`src/fetch_macros.svh`:
```
`ifndef FETCH_MACROS_SVH
`define FETCH_MACROS_SVH

// usable memory tags, tag 0 means no transaction
`define FETCH_NUM_TAGS 15

// blocks looked up ahead of the fetch pc
`define FETCH_PREFETCH_BLOCKS 3

// direct-mapped icache lines
`define FETCH_CACHE_LINES 32

// instruction slots presented per cycle
`define FETCH_SLOTS 4

// instruction buffer entries
// ibuff_open counts 0 to this value inclusive
`define FETCH_BUFF_DEPTH 16

// byte address width
`define FETCH_ADDR_BITS 32

`endif

```
`src/fetch_pkg.sv`:
```
`default_nettype none

`include "fetch_macros.svh"

package fetch_pkg;

    // byte address
    typedef logic [`FETCH_ADDR_BITS-1:0] addr_t;

    // memory tag, zero reserved for "none"
    typedef logic [$clog2(`FETCH_NUM_TAGS+1)-1:0] mem_tag_t;

    // one 64-bit block as two instruction words
    // word 0 sits at the lower address, in bits 31:0
    typedef logic [1:0][31:0] mem_block_t;

    // address with the 3 byte-offset bits dropped
    typedef logic [`FETCH_ADDR_BITS-4:0] block_addr_t;

    // one fetched instruction, 97 bits
    typedef struct packed {
        logic        valid;
        logic [31:0] inst;
        addr_t       pc;
        addr_t       npc;
    } inst_packet_t;

endpackage

`default_nettype wire

```
`src/miss_tracker.sv`:
```
`timescale 1ns/1ps
`default_nettype none

`include "fetch_macros.svh"

module miss_tracker (
    input  logic                                                 clock,
    input  logic                                                 reset,
    // high when fetch owns the memory port
    input  logic                                                 arbiter_signal,
    input  fetch_pkg::block_addr_t [`FETCH_PREFETCH_BLOCKS-1:0] prefetch_block,
    input  logic                   [`FETCH_PREFETCH_BLOCKS-1:0] block_hit,
    // tag offered for a new request, 0 when memory is busy
    input  fetch_pkg::mem_tag_t                                  mem_transaction_tag,
    // tag of the reply on mem_data, 0 when idle
    input  fetch_pkg::mem_tag_t                                  mem_data_tag,
    input  fetch_pkg::mem_block_t                                mem_data,
    output logic                                                 mem_en,
    output fetch_pkg::addr_t                                     mem_addr,
    output logic                                                 fill_en,
    output fetch_pkg::block_addr_t                               fill_addr,
    output fetch_pkg::mem_block_t                                fill_data
);
    import fetch_pkg::*;

    // one entry per tag, tag 0 has none
    block_addr_t               entry_addr [1:`FETCH_NUM_TAGS];
    logic [`FETCH_NUM_TAGS:1]  entry_valid;

    logic [`FETCH_PREFETCH_BLOCKS-1:0] in_table;
    logic                              req_found;
    block_addr_t                       req_block;
    logic                              can_request;

    // blocks already on their way from memory
    always_comb begin
        in_table = '0;
        for (int b = 0; b < `FETCH_PREFETCH_BLOCKS; b++) begin
            for (int t = 1; t <= `FETCH_NUM_TAGS; t++) begin
                if (entry_valid[t] && (entry_addr[t] == prefetch_block[b])) begin
                    in_table[b] = 1'b1;
                end
            end
        end
    end

    // walk down so the lowest missing block wins
    always_comb begin
        req_found = 1'b0;
        req_block = '0;
        for (int b = `FETCH_PREFETCH_BLOCKS - 1; b >= 0; b--) begin
            if (!block_hit[b] && !in_table[b]) begin
                req_found = 1'b1;
                req_block = prefetch_block[b];
            end
        end
    end

    // memory free and a tag offered
    assign can_request = arbiter_signal && (mem_transaction_tag != '0);

    // at most one request per cycle, block aligned
    assign mem_en   = can_request && req_found;
    assign mem_addr = mem_en ? {req_block, 3'b000} : '0;

    // reply retires only against a live entry
    assign fill_en   = (mem_data_tag != '0) && entry_valid[mem_data_tag];
    assign fill_data = mem_data;

    always_comb begin
        fill_addr = '0;
        if (fill_en) begin
            fill_addr = entry_addr[mem_data_tag];
        end
    end

    // retire first, so a reused tag ends up allocated
    always_ff @(posedge clock) begin
        if (reset) begin
            entry_valid <= '0;
        end else begin
            if (fill_en) begin
                entry_valid[mem_data_tag] <= 1'b0;
            end
            if (mem_en) begin
                entry_valid[mem_transaction_tag] <= 1'b1;
            end
        end
    end

    // recorded block per tag
    always_ff @(posedge clock) begin
        if (mem_en) begin
            entry_addr[mem_transaction_tag] <= req_block;
        end
    end

endmodule

`default_nettype wire
```
`config.mk`:
```
export PLATFORM = sky130hd
export DESIGN_NAME = miss_tracker
export DESIGN_NICKNAME = d
export VERILOG_FILES = /design/src/fetch_pkg.sv /design/src/miss_tracker.sv
export VERILOG_INCLUDE_DIRS = /design/src
export SDC_FILE = /design/constraint.sdc
export NUM_CORES = 2
export LEC_CHECK = 0
export BUFFER_PORTS_ARGS = -buffer_cell sky130_fd_sc_hd__buf_4
export CORE_MARGIN = 5
export CORE_UTILIZATION = 60
export CTS_CLUSTER_DIAMETER = 100
export DETAILED_ROUTE_END_ITERATION = 12
export PLACE_DENSITY_LB_ADDON = 0.2
export RECOVER_POWER = 50
export SETUP_SLACK_MARGIN = 0.2
export SYNTH_ARGS = -nofsm -noshare
export SYNTH_HDL_FRONTEND = slang
export SYNTH_SLANG_ARGS = --single-unit
```
`constraint.sdc`:
```
create_clock -name clock -period 7.6 [get_ports clock]
set_clock_uncertainty 0.05 [all_clocks]
set_input_delay 0.76 -clock clock [delete_from_list [all_inputs] [get_ports clock]]
set_output_delay 0.76 -clock clock [all_outputs]
set_load 0.05 [all_outputs]
```
==> run_results.csv <==
group,metric,value,unit
sta,finalSetupTns,0,ps
floorplan,dieWidth,254.1,um
clocking,cts_buffers,53,
clocking,cts_tree,"yes",
sta,period_minus_slack,7031,ps
clocking,clockBufferDepth,3,
yosys,synth_top_family_by_area,"XOR/XNOR gates",
floorplan,ios,292,
yosys,ys_ff_latch,479,
clocking,postCtsSetupRepairBufs,0,
clocking,h-tree-depth,2,
yosys,synth_top_flop_cell,"edfxtp_1",
sta,slew_violations,261,
yosys,syn_inst,2973,
yosys,synth_edf_count,464,
flow_run,drv_cap,12,
global_routing,antenna_found_initial,15,
sta,grt_setup_unrepaired,"no",
detailed_routing,drt_wl_total,204600,um
global_routing,grt_max_degree,90,
yosys,async_flop_share,0,%
min_path,hp-start,"reset",
min_path,min_to,"entry_valid[7]",
power,ir_worst_vdd,232.7,uV
min_path,min_path_type,"input pin to flip-flop",
power,powerDensity,195.3,nW/um2
detailed_routing,postRouteAntennaNets,0,
worst_setup_path,path_class,"flip-flop to output pin",
placed_design,post-place-ws,1781,ps
run_status,violations,"max-capacitance violations, max-slew violations",
sta,slew_headroom,-83.37,%
cells_and_area,syn2layout_area_growth,6.906,%
placed_design,gp_congestion,1.225,
worst_setup_path,rr_worst_depth,11,
sta,report.final.hold_viol_count,0,
yosys,synth_commonest_cells,"809 x xnor2_1, 490 x xor2_1, 464 x edfxtp_1",
yosys,synth_xor_area_share,31.83,%
run_status,status,"finished, violations left",
worst_setup_path,cp.required,6790,ps
placed_design,port_buffers,160,
clocking,cts-root-buf,"clkbuf_16",
yosys,syn_area,35750,um2
clocking,hold_buffers,0,
global_routing,grt_pass1_vias,30450,
sta,setup-violations-final,0,
yosys,yosysTopAreaCellShare,38.98,%
yosys,synthDistinctLibCells,48,
worst_setup_path,r2r-start,"entry_addr[10][27]",
global_routing,grt.overflow.total,0,
worst_setup_path,end_kind,"output pin",
floorplan,initial_core_util,60.57,%
yosys,synth_warnings,0,
yosys,synth.most_common_cell,"xnor2_1",
clocking,path_clk_slew,70,ps
clocking,clock_latency,640,ps
yosys,synth.avg_cell_area,12.02,um2
worst_setup_path,critPathLaunchType,"flip-flop",
yosys,yosys-top-cells-area,"edfxtp_1 39%, xnor2_1 20%, xor2_1 12%, mux4_2 9.3%, nand4_1 3.8%",
sta,fin_hold_ws,493.1,ps
worst_setup_path,worstPathArrival,6220,ps
worst_setup_path,worstPathMaxFanout,89,
sta,max_freq,142.2,MHz
floorplan,rows,89,
global_routing,grt_usage,62.81,%
floorplan,core,59020,um2
detailed_routing,first_pass_iters,13,
global_routing,grt_pass1_wl,270200,um
placed_design,hpwl,135100,um
yosys,synthSimpleGateAreaFrac,8.933,%
detailed_routing,drc,0,
detailed_routing,routed_via_density,8.414,
detailed_routing,vias,31850,
sta,fin_crit_sh,92.51,%
cells_and_area,drive_above_1_share,14.96,%
cells_and_area,fin_nets,3126,
detailed_routing,drt_iter0_markers,6728,
sta,setup_ws,568.9,ps
sta,worst_pin_slew,2750,ps
yosys,synth.area.mux_share,9.388,%
clocking,cts.repair.resized,0,
power,p_leak,11.77,nW
clocking,clock-sinks,479,
yosys,synth-seq-area-share,39.82,%
min_path,whs_path_depth,2,
worst_setup_path,reg2reg_slack,1000,ps
floorplan,die_area,64560,um2
yosys,synth_compound_area_share,4.071,%
floorplan,chipHeight,254.1,um
yosys,synth_area_leader_cell,"edfxtp_1",
yosys,synth-adder-area-share,0,%
worst_setup_path,r2r-end,"entry_addr[8][20]",
detailed_routing,wire_per_inst,54.05,um
==> power breakdown <==
part / switching (mW) / internal [mW] / total (mW)
Clock: 1.19 / 1.59 / 2.78
Combinational: 1.08 / 0.470 / 1.55
Sequential: 0.128 / 3.00 / 3.13
Total: 2.41 / 5.06 / 7.46
==> sequential cells by signal, indices dropped and copies added (netlist names) <==
name	count
entry_addr	464
entry_valid	15
==> worst max-delay path by stage <==
| stage | cells past startpoint | endpoint | startpoint |
|---|---|---|---|
| detailed placement | 12 | mem_addr[9] | prefetch_block[59] |
| CTS | 11 | mem_addr[9] | entry_addr[2][26] |
| global placement | 13 | mem_addr[19] | prefetch_block[35] |
| finish | 10 | mem_addr[9] | entry_addr[9][16] |
| floorplan | 9 | entry_addr[12][0] | prefetch_block[66] |
| global route | 10 | mem_addr[19] | entry_addr[9][16] |
==> area by class of cell <==
type	count	area, um2
sequential	479	14230
multi-input combinational	2174	19600
clock inverter	34	434.2
tap	773	967.2
antenna	10	25.02
fill	4487	20810
inverter	37	138.9
clock buffer	62	1381
timing repair buffer	216	1436
==> cells in the final DEF, fill, tap and decap left out, types with 9 or more instances in the layout <==
cell type	n
clkbuf_16	54
edfxtp_1	464
buf_4	158
xor2_1	490
o21a_1	29
a211oi_2	18
nand3_1	27
conb_1	32
a221oi_1	30
nand4_1	218
a22oi_1	9
mux4_2	148
nand2_1	22
nor3_2	13
clkbuf_1	62
a21oi_1	31
o41ai_2	10
nor4_1	186
nor2b_1	30
xnor2_1	809
inv_1	37
a211oi_1	11
o211ai_1	12
dfxtp_1	15
diode_2	10
==> cells by family after synthesis <==
| logic type | count (synthesis) |
|---|---|
| buffers and inverters | 351 |
| other | 1 |
| AND/OR/NAND/NOR | 523 |
| XOR/XNOR | 1299 |
| AO/OA/AOI/OAI | 170 |
| multiplexers | 150 |
| flip-flops | 479 |
==> metal layers <==
| metal | up-vias | track usage (%) | wire length [um] |
|---|---|---|---|
| met3 | 1800 | 47.19 | 41360 |
| met1 | 15020 | 64.45 | 57990 |
| met4 | 36 | 55.55 | 26360 |
| met5 | - | 14.36 | 773 |
| li1 | 10740 | - | - |
| met2 | 4251 | 81.18 | 78110 |
==> worst max-delay path, stage by stage, from the launching register on <==
cell and delay, ps:
edfxtp_1 610, xor2_1 250, nor4_1 1180, nand3_1 150
nor4_1 970, nor4_1 80, and4_2 850, o31ai_4 490
buf_4 460, a211oi_1 140, buf_4 300
==> stage by stage <==
step | power, mW | std cells | instance area [um2] | util (%)
after floorplan | 4.103 | 3004 | 35860 | -
after global placement | 4.546 | 3678 | 36570 | 61.96
after detailed placement | 4.562 | 3678 | 36580 | 61.97
after CTS | 7.255 | 3774 | 38390 | 65.05
after global routing | 7.496 | 3781 | 38200 | 64.73
final | 7.463 | 3785 | 38210 | 64.75
Power figures use the tool's default switching activity.
