$ cat config.mk
export PLATFORM = sky130hd
export DESIGN_NAME = fetch_select
export DESIGN_NICKNAME = d
export VERILOG_FILES = /design/src/fetch_pkg.sv /design/src/fetch_select.sv
export VERILOG_INCLUDE_DIRS = /design/src
export SDC_FILE = /design/constraint.sdc
export NUM_CORES = 1
export LEC_CHECK = 0
export BUFFER_PORTS_ARGS = -buffer_cell sky130_fd_sc_hd__buf_2
export CAP_MARGIN = 30
export CORE_AREA = 2 2 258 260
export CTS_CLUSTER_SIZE = 12
export DETAILED_ROUTE_END_ITERATION = 7
export DIE_AREA = 0 0 260 262
export GPL_ROUTABILITY_DRIVEN = 0
export PLACE_DENSITY_LB_ADDON = 0.15
export SLEW_MARGIN = 15
export SYNTH_ARGS = -nofsm -noshare
export SYNTH_HDL_FRONTEND = slang
export SYNTH_SLANG_ARGS = --single-unit
$ cat constraint.sdc
create_clock -name clock -period 6.6 [get_ports clock]
set_input_delay 0.33 -clock clock [delete_from_list [all_inputs] [get_ports clock]]
set_output_delay 0.33 -clock clock [all_outputs]
set_load 0.005 [all_outputs]
$ cat src/fetch_macros.svh
`ifndef FETCH_MACROS_SVH
`define FETCH_MACROS_SVH

// usable memory tags, tag 0 means no transaction
`define FETCH_NUM_TAGS 15

// blocks looked up ahead of the fetch pc
`define FETCH_PREFETCH_BLOCKS 3

// direct-mapped icache lines
`define FETCH_CACHE_LINES 32

// instruction slots presented per cycle
`define FETCH_SLOTS 4

// instruction buffer entries
// ibuff_open counts 0 to this value inclusive
`define FETCH_BUFF_DEPTH 16

// byte address width
`define FETCH_ADDR_BITS 32

`endif

$ cat src/fetch_pkg.sv
`default_nettype none

`include "fetch_macros.svh"

package fetch_pkg;

    // byte address
    typedef logic [`FETCH_ADDR_BITS-1:0] addr_t;

    // memory tag, zero reserved for "none"
    typedef logic [$clog2(`FETCH_NUM_TAGS+1)-1:0] mem_tag_t;

    // one 64-bit block as two instruction words
    // word 0 sits at the lower address, in bits 31:0
    typedef logic [1:0][31:0] mem_block_t;

    // address with the 3 byte-offset bits dropped
    typedef logic [`FETCH_ADDR_BITS-4:0] block_addr_t;

    // one fetched instruction, 97 bits
    typedef struct packed {
        logic        valid;
        logic [31:0] inst;
        addr_t       pc;
        addr_t       npc;
    } inst_packet_t;

endpackage

`default_nettype wire

$ cat src/fetch_select.sv
`timescale 1ns/1ps
`default_nettype none

`include "fetch_macros.svh"

module fetch_select (
    input  logic                                                 clock,
    input  logic                                                 reset,
    input  logic                                                 squash,
    input  fetch_pkg::addr_t                                     fetch_pc,
    input  fetch_pkg::mem_block_t  [`FETCH_PREFETCH_BLOCKS-1:0] block_data,
    input  logic                   [`FETCH_PREFETCH_BLOCKS-1:0] block_hit,
    // free instruction buffer entries
    input  logic [$clog2(`FETCH_BUFF_DEPTH+1)-1:0]               ibuff_open,
    output fetch_pkg::inst_packet_t [`FETCH_SLOTS-1:0]           out_insts,
    output logic [2:0]                                           out_num_insts,
    output fetch_pkg::addr_t                                     next_fetch_pc
);
    import fetch_pkg::*;

    localparam int OPEN_BITS = $clog2(`FETCH_BUFF_DEPTH + 1);

    // word position of each slot counted from word 0 of block 0
    logic [2:0]                        slot_word [`FETCH_SLOTS];
    logic [2:0]                        avail_count;
    logic                              run;
    logic [OPEN_BITS-1:0]              room;
    logic [2:0]                        take_count;
    inst_packet_t [`FETCH_SLOTS-1:0]   next_insts;

    // start at word 1 when pc sits in the upper half
    always_comb begin
        for (int i = 0; i < `FETCH_SLOTS; i++) begin
            slot_word[i] = {2'b00, fetch_pc[2]} + 3'(i);
        end
    end

    // consecutive words through hit blocks
    // four slots cap the count at four
    always_comb begin
        avail_count = '0;
        run         = 1'b1;
        for (int i = 0; i < `FETCH_SLOTS; i++) begin
            if (run && block_hit[slot_word[i][2:1]]) begin
                avail_count = avail_count + 3'd1;
            end else begin
                run = 1'b0;
            end
        end
    end

    // buffer space left after what is shown now
    always_comb begin
        if (ibuff_open > OPEN_BITS'(out_num_insts)) begin
            room = ibuff_open - OPEN_BITS'(out_num_insts);
        end else begin
            room = '0;
        end
    end

    // nothing taken on squash, so the pc stays at target
    always_comb begin
        if (squash) begin
            take_count = '0;
        end else if (OPEN_BITS'(avail_count) < room) begin
            take_count = avail_count;
        end else begin
            take_count = room[2:0];
        end
    end

    // packets, unused slots stay zero
    always_comb begin
        next_insts = '0;
        for (int i = 0; i < `FETCH_SLOTS; i++) begin
            if (3'(i) < take_count) begin
                next_insts[i].valid = 1'b1;
                next_insts[i].inst  = block_data[slot_word[i][2:1]][slot_word[i][0]];
                next_insts[i].pc    = fetch_pc + addr_t'(4 * i);
                next_insts[i].npc   = fetch_pc + addr_t'(4 * i + 4);
            end
        end
    end

    // 4 bytes per presented instruction
    assign next_fetch_pc = fetch_pc + addr_t'({take_count, 2'b00});

    always_ff @(posedge clock) begin
        if (reset || squash) begin
            out_insts     <= '0;
            out_num_insts <= '0;
        end else begin
            out_insts     <= next_insts;
            out_num_insts <= take_count;
        end
    end

endmodule

`default_nettype wire

==> results of run 1 <==
==> state kept, by name, summed over array words and instances, names as in the netlist <==
signal         cells
out_insts        380
out_num_insts      2
==> area by class of cell <==
class                      instances  share of cell area (%)
clock buffer                      65                    6.34
clock inverter                    16                   0.731
inverter                          18                   0.326
multi-input combinational        922                    27.1
sequential                       382                    36.9
tap                              864                    5.22
timing repair buffer             793                    23.3
==> cells in the final DEF (no fill, tap or decap), types with 3 or more instances in the layout <==
cell type	synthesis	final
buf_2	32	624
nor2_1	394	394
dfxtp_1	382	382
dlygate4sd3_1	0	149
mux2i_1	129	129
xnor2_1	71	71
xor2_1	67	67
nand2_1	58	57
clkbuf_16	0	47
nor2b_1	36	36
nand3_1	24	24
nor3_1	24	24
inv_1	18	18
a21oi_1	17	17
buf_4	22	15
ha_1	14	14
clkbuf_1	44	11
nand4_1	10	10
and3_1	10	10
a211oi_1	9	9
and2_1	7	7
clkbuf_8	0	7
clkinv_2	0	7
or3_1	5	5
nor4_1	5	5
o21a_1	4	4
clkinvlp_4	0	4
o2111ai_1	3	3
==> tightest hold or removal path, cell delays in order <==
cell	delay (ns)
buf_2	0.09
mux2i_1	0.06
nor2_1	0.08
==> report_power, final <==
part | switching [µW] | total (µW) | internal (µW)
Sequential | 22.6 | 2420 | 2400
Clock | 1000 | 2460 | 1460
Combinational | 396 | 701 | 305
Total | 1420 | 5590 | 4160
==> per-layer routing <==
layer / vias to the layer above / GRT usage, %
li1: 6055 / -
met3: 89 / 5.17
met1: 6159 / 21.4
met2: 488 / 32.4
met5: - / 0
met4: 0 / 6.34
==> worst max-delay path by stage <==
stage                        end  depth (start not counted)
2_1_floorplan  next_fetch_pc[30]                         19
3_3_place_gp   next_fetch_pc[30]                         19
3_5_place_dp   next_fetch_pc[30]                         19
4_1_cts        next_fetch_pc[30]                         20
5_1_grt        next_fetch_pc[30]                         20
6_report       next_fetch_pc[30]                         19
==> kinds of logic (layout without fill, tap and decap cells) <==
| kind of cell | after synthesis | in the layout |
|---|---|---|
| muxes | 129 | 129 |
| adders and majority gates | 15 | 15 |
| buffers and inverters | 121 | 892 |
| and+or+nand+nor | 581 | 581 |
| DFF | 382 | 382 |
| xor gates and xnor gates | 138 | 138 |
| AOI/OAI and AO/OA | 59 | 59 |
==> stage by stage <==
stage	area (µm²)	instances	total power [µW]
2_1_floorplan	13800	1425	2770
3_3_place_gp	17700	2828	3100
3_5_place_dp	17700	2829	3100
4_1_cts	20700	3059	5700
5_1_grt	20700	3060	5840
6_report	20700	3060	5590
==> results.md, run 1 <==
* Synth unique cells at 52
* Worst Path Buf+Inv at 2
* Post-synth EDFFs at 0
* Setup ws final at 0.765 ns
* Initial antenna violation count at 1
* Post-route DRC at 0
* Mapped Cells at 1,425
* Leading area contributor after synthesis: dfxtp_1
* Synth-to-layout area growth at 49.9%
* Clk slew on worst S/H paths at around 0.060 ns
* Register area share after synthesis at 55.3%
* DR iter-0 viols at 581
* Worst stage delay on the critical path at 0.64 ns
* Die Height at approximately 260 µm
* Final Skew at around 0.019 ns
* Most common cell on crit path: ha_1
* Die ar. at 68,100 µm²
* Mux share of post-synthesis cell area at 9.34%
* Layout cells sized above 1 at about a third
* Pwr dens at about 270 nW/µm²
* # rows at 94
* Simple logic cell fraction of the synthesized area at 17.7%
* DRT met1 WL at around 26,000 µm
* Synth top area share at between 50% and 60%
* Worst EP required at ~6.3 ns
* Clock Latency Late Sink at around 0.57 ns
* Vias in the first global route at approximately 13,000
* Grt total ovfl at 0
* Top layer in use: met4
* Routed wire per std cell at 21.5 µm
* Fmax at ~170 MHz
* Cts bufs inserted at between 40 and 50
* Ys flop type: dfxtp_1
* Antenna cells at 0
* I/O pins at around 660
* Syn nets at about 1,700
* Max_cap viols at 0
* Launch point of the critical path: out_num_insts[1]
* Setup crit end kind: output port
* R2r startpoint: out_num_insts[1]
* Hold Startpoint: block_data[38]
* # setup viols final at 0
* Cts hold-fix bufs at 149
* Worst hold slack at about 0.035 ns
* Critical Path Slowest Stage Cell: or3_1
* First-pass detailed-route iteration total at 4
* Initial Util at 21.2%
* Post-synth top cells: 394 x nor2_1, 382 x dfxtp_1, 129 x mux2i_1, 71 x xnor2_1, 67 x xor2_1
* Delay-heaviest family, CP: compound AO/OA/AOI/OAI gates
* Area of the multi-input gates at between 5000 and 6000 µm²
* Post-Syn Area per Cell at ~9.7 µm²
* Setup TNS at 0 ns
* Crit-path cells: inv_1 -> ha_1 -> nand2_1 -> o311ai_0 -> o21ai_0 -> nand2_1 -> ha_1 -> and2_1 -> a221oi_1 -> and3_1 -> o2bb2ai_2 -> o21a_1 -> xnor2_1 -> ha_1 -> a21oi_1 -> or3_1 -> a2111oi_2 -> xor2_1 -> buf_2
* Worst R2R End: out_insts[87]
* Most common cell in the netlist: nor2_1
* Final max-slew violation count at 0
* Async set or reset register ratio after synthesis at 0%
* Post-layout util at about a third
* R2R cell count at 16
* Avg Vias per Cell at 4.18
* Max-slew headroom at 39.0%
* Unrepaired setup endpoints after global routing: false
* Top cells by area, synth: dfxtp_1 55%, nor2_1 11%, mux2i_1 9.3%, xnor2_1 4.5%, xor2_1 4.2%
* Yosys Warn Count at 0
* Post-synthesis cell area at 13,800 µm²
* Seq cells post-synth at between 300 and 400
* Fin nets at 2,412
* Routed vias at 12,791
* CP Max Fanout at 8
* # clock sinks at around 380
* Final HPWL DP at between 40,000 and 50,000 µm
* Post-CTS Resized at 0
* Adder-cell share of the synthesized area at roughly 1.4%
* Worst Tran Pin Value at around 0.91 ns
* IO buf count at 625
* Peak supply drop at ~0.17 mV
* CTS tree: yes
* Compound-Gate Fraction of Synth Area at ~3.3%
* Final worst-path cycle share at 88.4%
* Hold path depth at 3
* Status: completed
* Post-Route WL at ~66,000 µm
* First-pass GRT wire length at about 92,000 µm
* Pre-CTS WS at about 1.2 ns
* Core area at between 60,000 and 70,000 µm²
* Final Hold Viols at 0
* DR WL met2 at between 30,000 and 40,000 µm
* Min Tclk post-route at 5.84 ns
* Routed Antenna Nets at 0
* XOR/XNOR Fraction of Synth Area at 8.75%
* Die X at about 260 µm
* Root buffer cell: clkbuf_16
* Max Root-Sink Buffers at 3
* Arr. time, crit path at approximately 5.5 ns
* Worst hold path type: in2reg
* Post-CTS setup buffers at 0
* Total track usage at roughly 18%
* WHS Endpoint: out_insts[167]
* P_leak at around 0.01 µW
* Pin count of the biggest net entering global routing at 62
* Metal3 WL at 4860 µm
* Main combinational cell family by area after synthesis: simple AND/OR/NAND/NOR gates
* CP startpoint kind: register
* CTS H-tree lvls at 2
* Crit Path Class: reg2out
* Fillcell total at between 6,000 and 7,000
* Seq. cell area at around 7600 µm²
* R2r setup slk at 2.40 ns
No activity file was read; power rests on OpenSTA's default activity.
==> inputs of run 2 (changes only) <==
--- a/config.mk
+++ b/config.mk
@@ -13,6 +13,7 @@
 export DETAILED_ROUTE_END_ITERATION = 7
 export DIE_AREA = 0 0 260 262
 export GPL_ROUTABILITY_DRIVEN = 0
+export GPL_TIMING_DRIVEN = 1
 export PLACE_DENSITY_LB_ADDON = 0.15
 export SLEW_MARGIN = 15
 export SYNTH_ARGS = -nofsm -noshare
==> constraint.sdc (replaced) <==
create_clock -name clock -period 6.6 [get_ports clock]
set_input_delay 0.33 -clock clock [delete_from_list [all_inputs] [get_ports clock]]
set_output_delay 0.33 -clock clock [all_outputs]
set_load 0.02 [all_outputs]
==> run 2 against run 1 <==
Effect of this change: sequential share of layout area down 0.36 points; first-iteration DRC count shrank 2.9%; sequential power hardly changed; worst setup slack better by 0.029 ns; sequential cell count unchanged; combinational power increased by 18%; critical path depth is 1 higher; clock-buffer cell count is 1 higher; highest routed layer unchanged; via count up 0.27%; worst hold slack barely moved; non-clock buffer count rose by 13; cell count up 0.52%; largest cell class unchanged.
==> results.md, run 2 (synthesized netlist as in run 1, its figures left out) <==
* Crit-path cells: inv_1 -> ha_1 -> nand2_1 -> o311ai_0 -> o21ai_0 -> nand2_1 -> ha_1 -> and2_1 -> a221oi_1 -> nand3_1 -> o21ai_1 -> mux2i_1 -> buf_4 -> and2_1 -> ha_1 -> a21oi_1 -> or3_1 -> a2111oi_2 -> xor2_1 -> buf_2
* CP Max Fanout at 8 (unchanged)
* Fmax at 172 MHz (+0.49%)
* IO buf count at 625 (unchanged)
* Setup crit end kind: output port
* Top Registers: out_insts (380), out_num_insts (2)
* Min Tclk post-route at 5.81 ns (-0.0286 ns)
* Die ar. at 68,100 µm² (unchanged)
* Dpl cells at 2,830 (+0.035%)
* DR iter-0 viols at 564 (-2.9%)
* Clock Latency Late Sink at 0.57 ns (about the same)
* Fin cells at 3,076 (+0.52%)
* Arr. time, crit path at 5.48 ns (-0.03 ns)
* Worst hold path type: in2reg
* DR WL met2 at 32,600 µm (+0.85%)
* Pin count of the biggest net entering global routing at 68 (+9.7%)
* Fin nets at 2,426 (+0.58%)
* Grt total ovfl at 0 (unchanged)
* Routed wire per std cell at 21.5 µm (-0.16%)
* Most frequent cells in the layout: 624 x buf_2, 394 x nor2_1, 382 x dfxtp_1
* Fillcell total at 6,889 (-0.55%)
* Antenna cells at 0 (unchanged)
* Final max-slew violation count at 0 (unchanged)
* Metal3 WL at 4920 µm (+1.1%)
* Most common cell after layout, fill and taps aside: buf_2
* Delay-heaviest family, CP: compound AO/OA/AOI/OAI gates
* Area of the multi-input gates at 5620 µm² (unchanged)
* Status: completed
* Post-CTS setup buffers at 0 (unchanged)
* Worst Path Buf+Inv at 3 (+1)
* Max_cap viols at 0 (unchanged)
* Critical Path Slowest Stage Cell: or3_1
* Die X at 260 µm (unchanged)
* Initial Util at 21.2% (unchanged)
* I/O pins at 658 (unchanged)
* Seq. cell area at 7650 µm² (unchanged)
* Post-route DRC at 0 (unchanged)
* Unrepaired setup endpoints after global routing: false
* # setup viols final at 0 (unchanged)
* P_leak at 0.0100 µW (+0.91%)
* Final Skew at 0.0201 ns (+0.00156 ns)
* CTS H-tree lvls at 2 (unchanged)
* Final worst-path cycle share at 88.0% (-0.43 points)
* Largest Register: out_insts
* Clk slew on worst S/H paths at 0.06 ns (about the same)
* Total track usage at 18.5% (+0.054 points)
* DRT met1 WL at 26,800 µm (+1.3%)
* Routed vias at 12,825 (+0.27%)
* Worst Tran Pin Value at 0.973 ns (+0.0588 ns)
* Vias in the first global route at 13,251 (+1.2%)
* Core area at 65,300 µm² (unchanged)
* Crit Path Class: reg2out
* # clock sinks at 382 (unchanged)
* Root buffer cell: clkbuf_16
* Max reg flops at 380 (unchanged)
* Max Root-Sink Buffers at 3 (unchanged)
* First-pass GRT wire length at 92,300 µm (+0.65%)
* Synth-to-layout area growth at 51.4%
* Avg Vias per Cell at 4.17 (-0.26%)
* First-pass detailed-route iteration total at 5 (+1)
* Most common cell on crit path: ha_1
* Setup TNS at 0 ns (unchanged)
* Initial antenna violation count at 1 (unchanged)
* CTS tree: yes
* Final HPWL DP at 49,500 µm (-0.24%)
* CP startpoint kind: register
* Peak supply drop at 0.151 mV (-9.8%)
* Post-Route WL at 66,000 µm (+0.37%)
* Worst stage delay on the critical path at 0.65 ns (about the same)
* Pwr dens at 280 nW/µm² (+3.7%)
* Routed Antenna Nets at 0 (unchanged)
* Die Height at 262 µm (unchanged)
* Max-slew headroom at 35.1% (-3.9 points)
* Final Hold Viols at 0 (unchanged)
* Top layer in use: met4
* # rows at 94 (unchanged)
* Worst EP required at 6.27 ns (about the same)
* Layout cells sized above 1 at 33.0% (-0.058 points)
* Cts bufs inserted at 46 (+2.2%)
==> run 2: final timing paths <==
path / from / endpoint / slack, ns / cells after the start
setup / recovery: out_num_insts[1] / next_fetch_pc[30] / 0.79 / 20
hold / removal: block_data[117] / out_insts[376] / 0.04 / 3
setup reg to reg: out_num_insts[1] / out_insts[19] / 2.38 / 15
hold reg to reg: out_num_insts[0] / out_num_insts[0] / 0.92 / 4
==> run 2: timing repair <==
| item | 4_1_cts | 5_1_grt |
|---|---|---|
| gates resized for setup | 0 | 0 |
| hold endpoints to repair | 112 | 0 |
| hold buffers | 162 | 0 |
==> run 2: where the power goes <==
part	leakage, µW	internal [µW]	total, µW	switching, µW
Clock	0.000754	1570	2600	1030
Sequential	0.00310	2400	2420	23.2
Combinational	0.00620	310	825	515
==> run 2: worst min-delay path, stage by stage <==
cell and delay, ns:
buf_2 0.10, mux2i_1 0.06, nor2_1 0.07
==> run 2: final cells by class <==
class | instances | share of cell area (%)
Sequential cell | 382 | 36.6
Multi-Input combinational cell | 922 | 26.9
Timing Repair Buffer | 806 | 23.7
Clock buffer | 66 | 6.39
Tap cell | 864 | 5.17
Clock inverter | 18 | 1.01
Inverter | 18 | 0.323
==> run 2: metal layers <==
layer,track usage (%),vias up
met5,0,-
met4,5.14,0
met3,5.19,93
met2,32.7,496
met1,21.8,6178
li1,-,6058
==> run 2: stage by stage <==
stage          worst slack [ns]  hold WS, ns  power [µW]  area, µm²  util [%]
3_5_place_dp               1.29        0.571        3220      17700      27.2
6_report                  0.793       0.0354        5850      20900      32.0
5_1_grt                   0.276       0.0172        6100      20900      32.0
2_1_floorplan              1.40        0.474        2890      13800         -
4_1_cts                   0.800     0.000272        5950      20900      32.0
3_3_place_gp               1.36        0.562        3210      17700      27.1
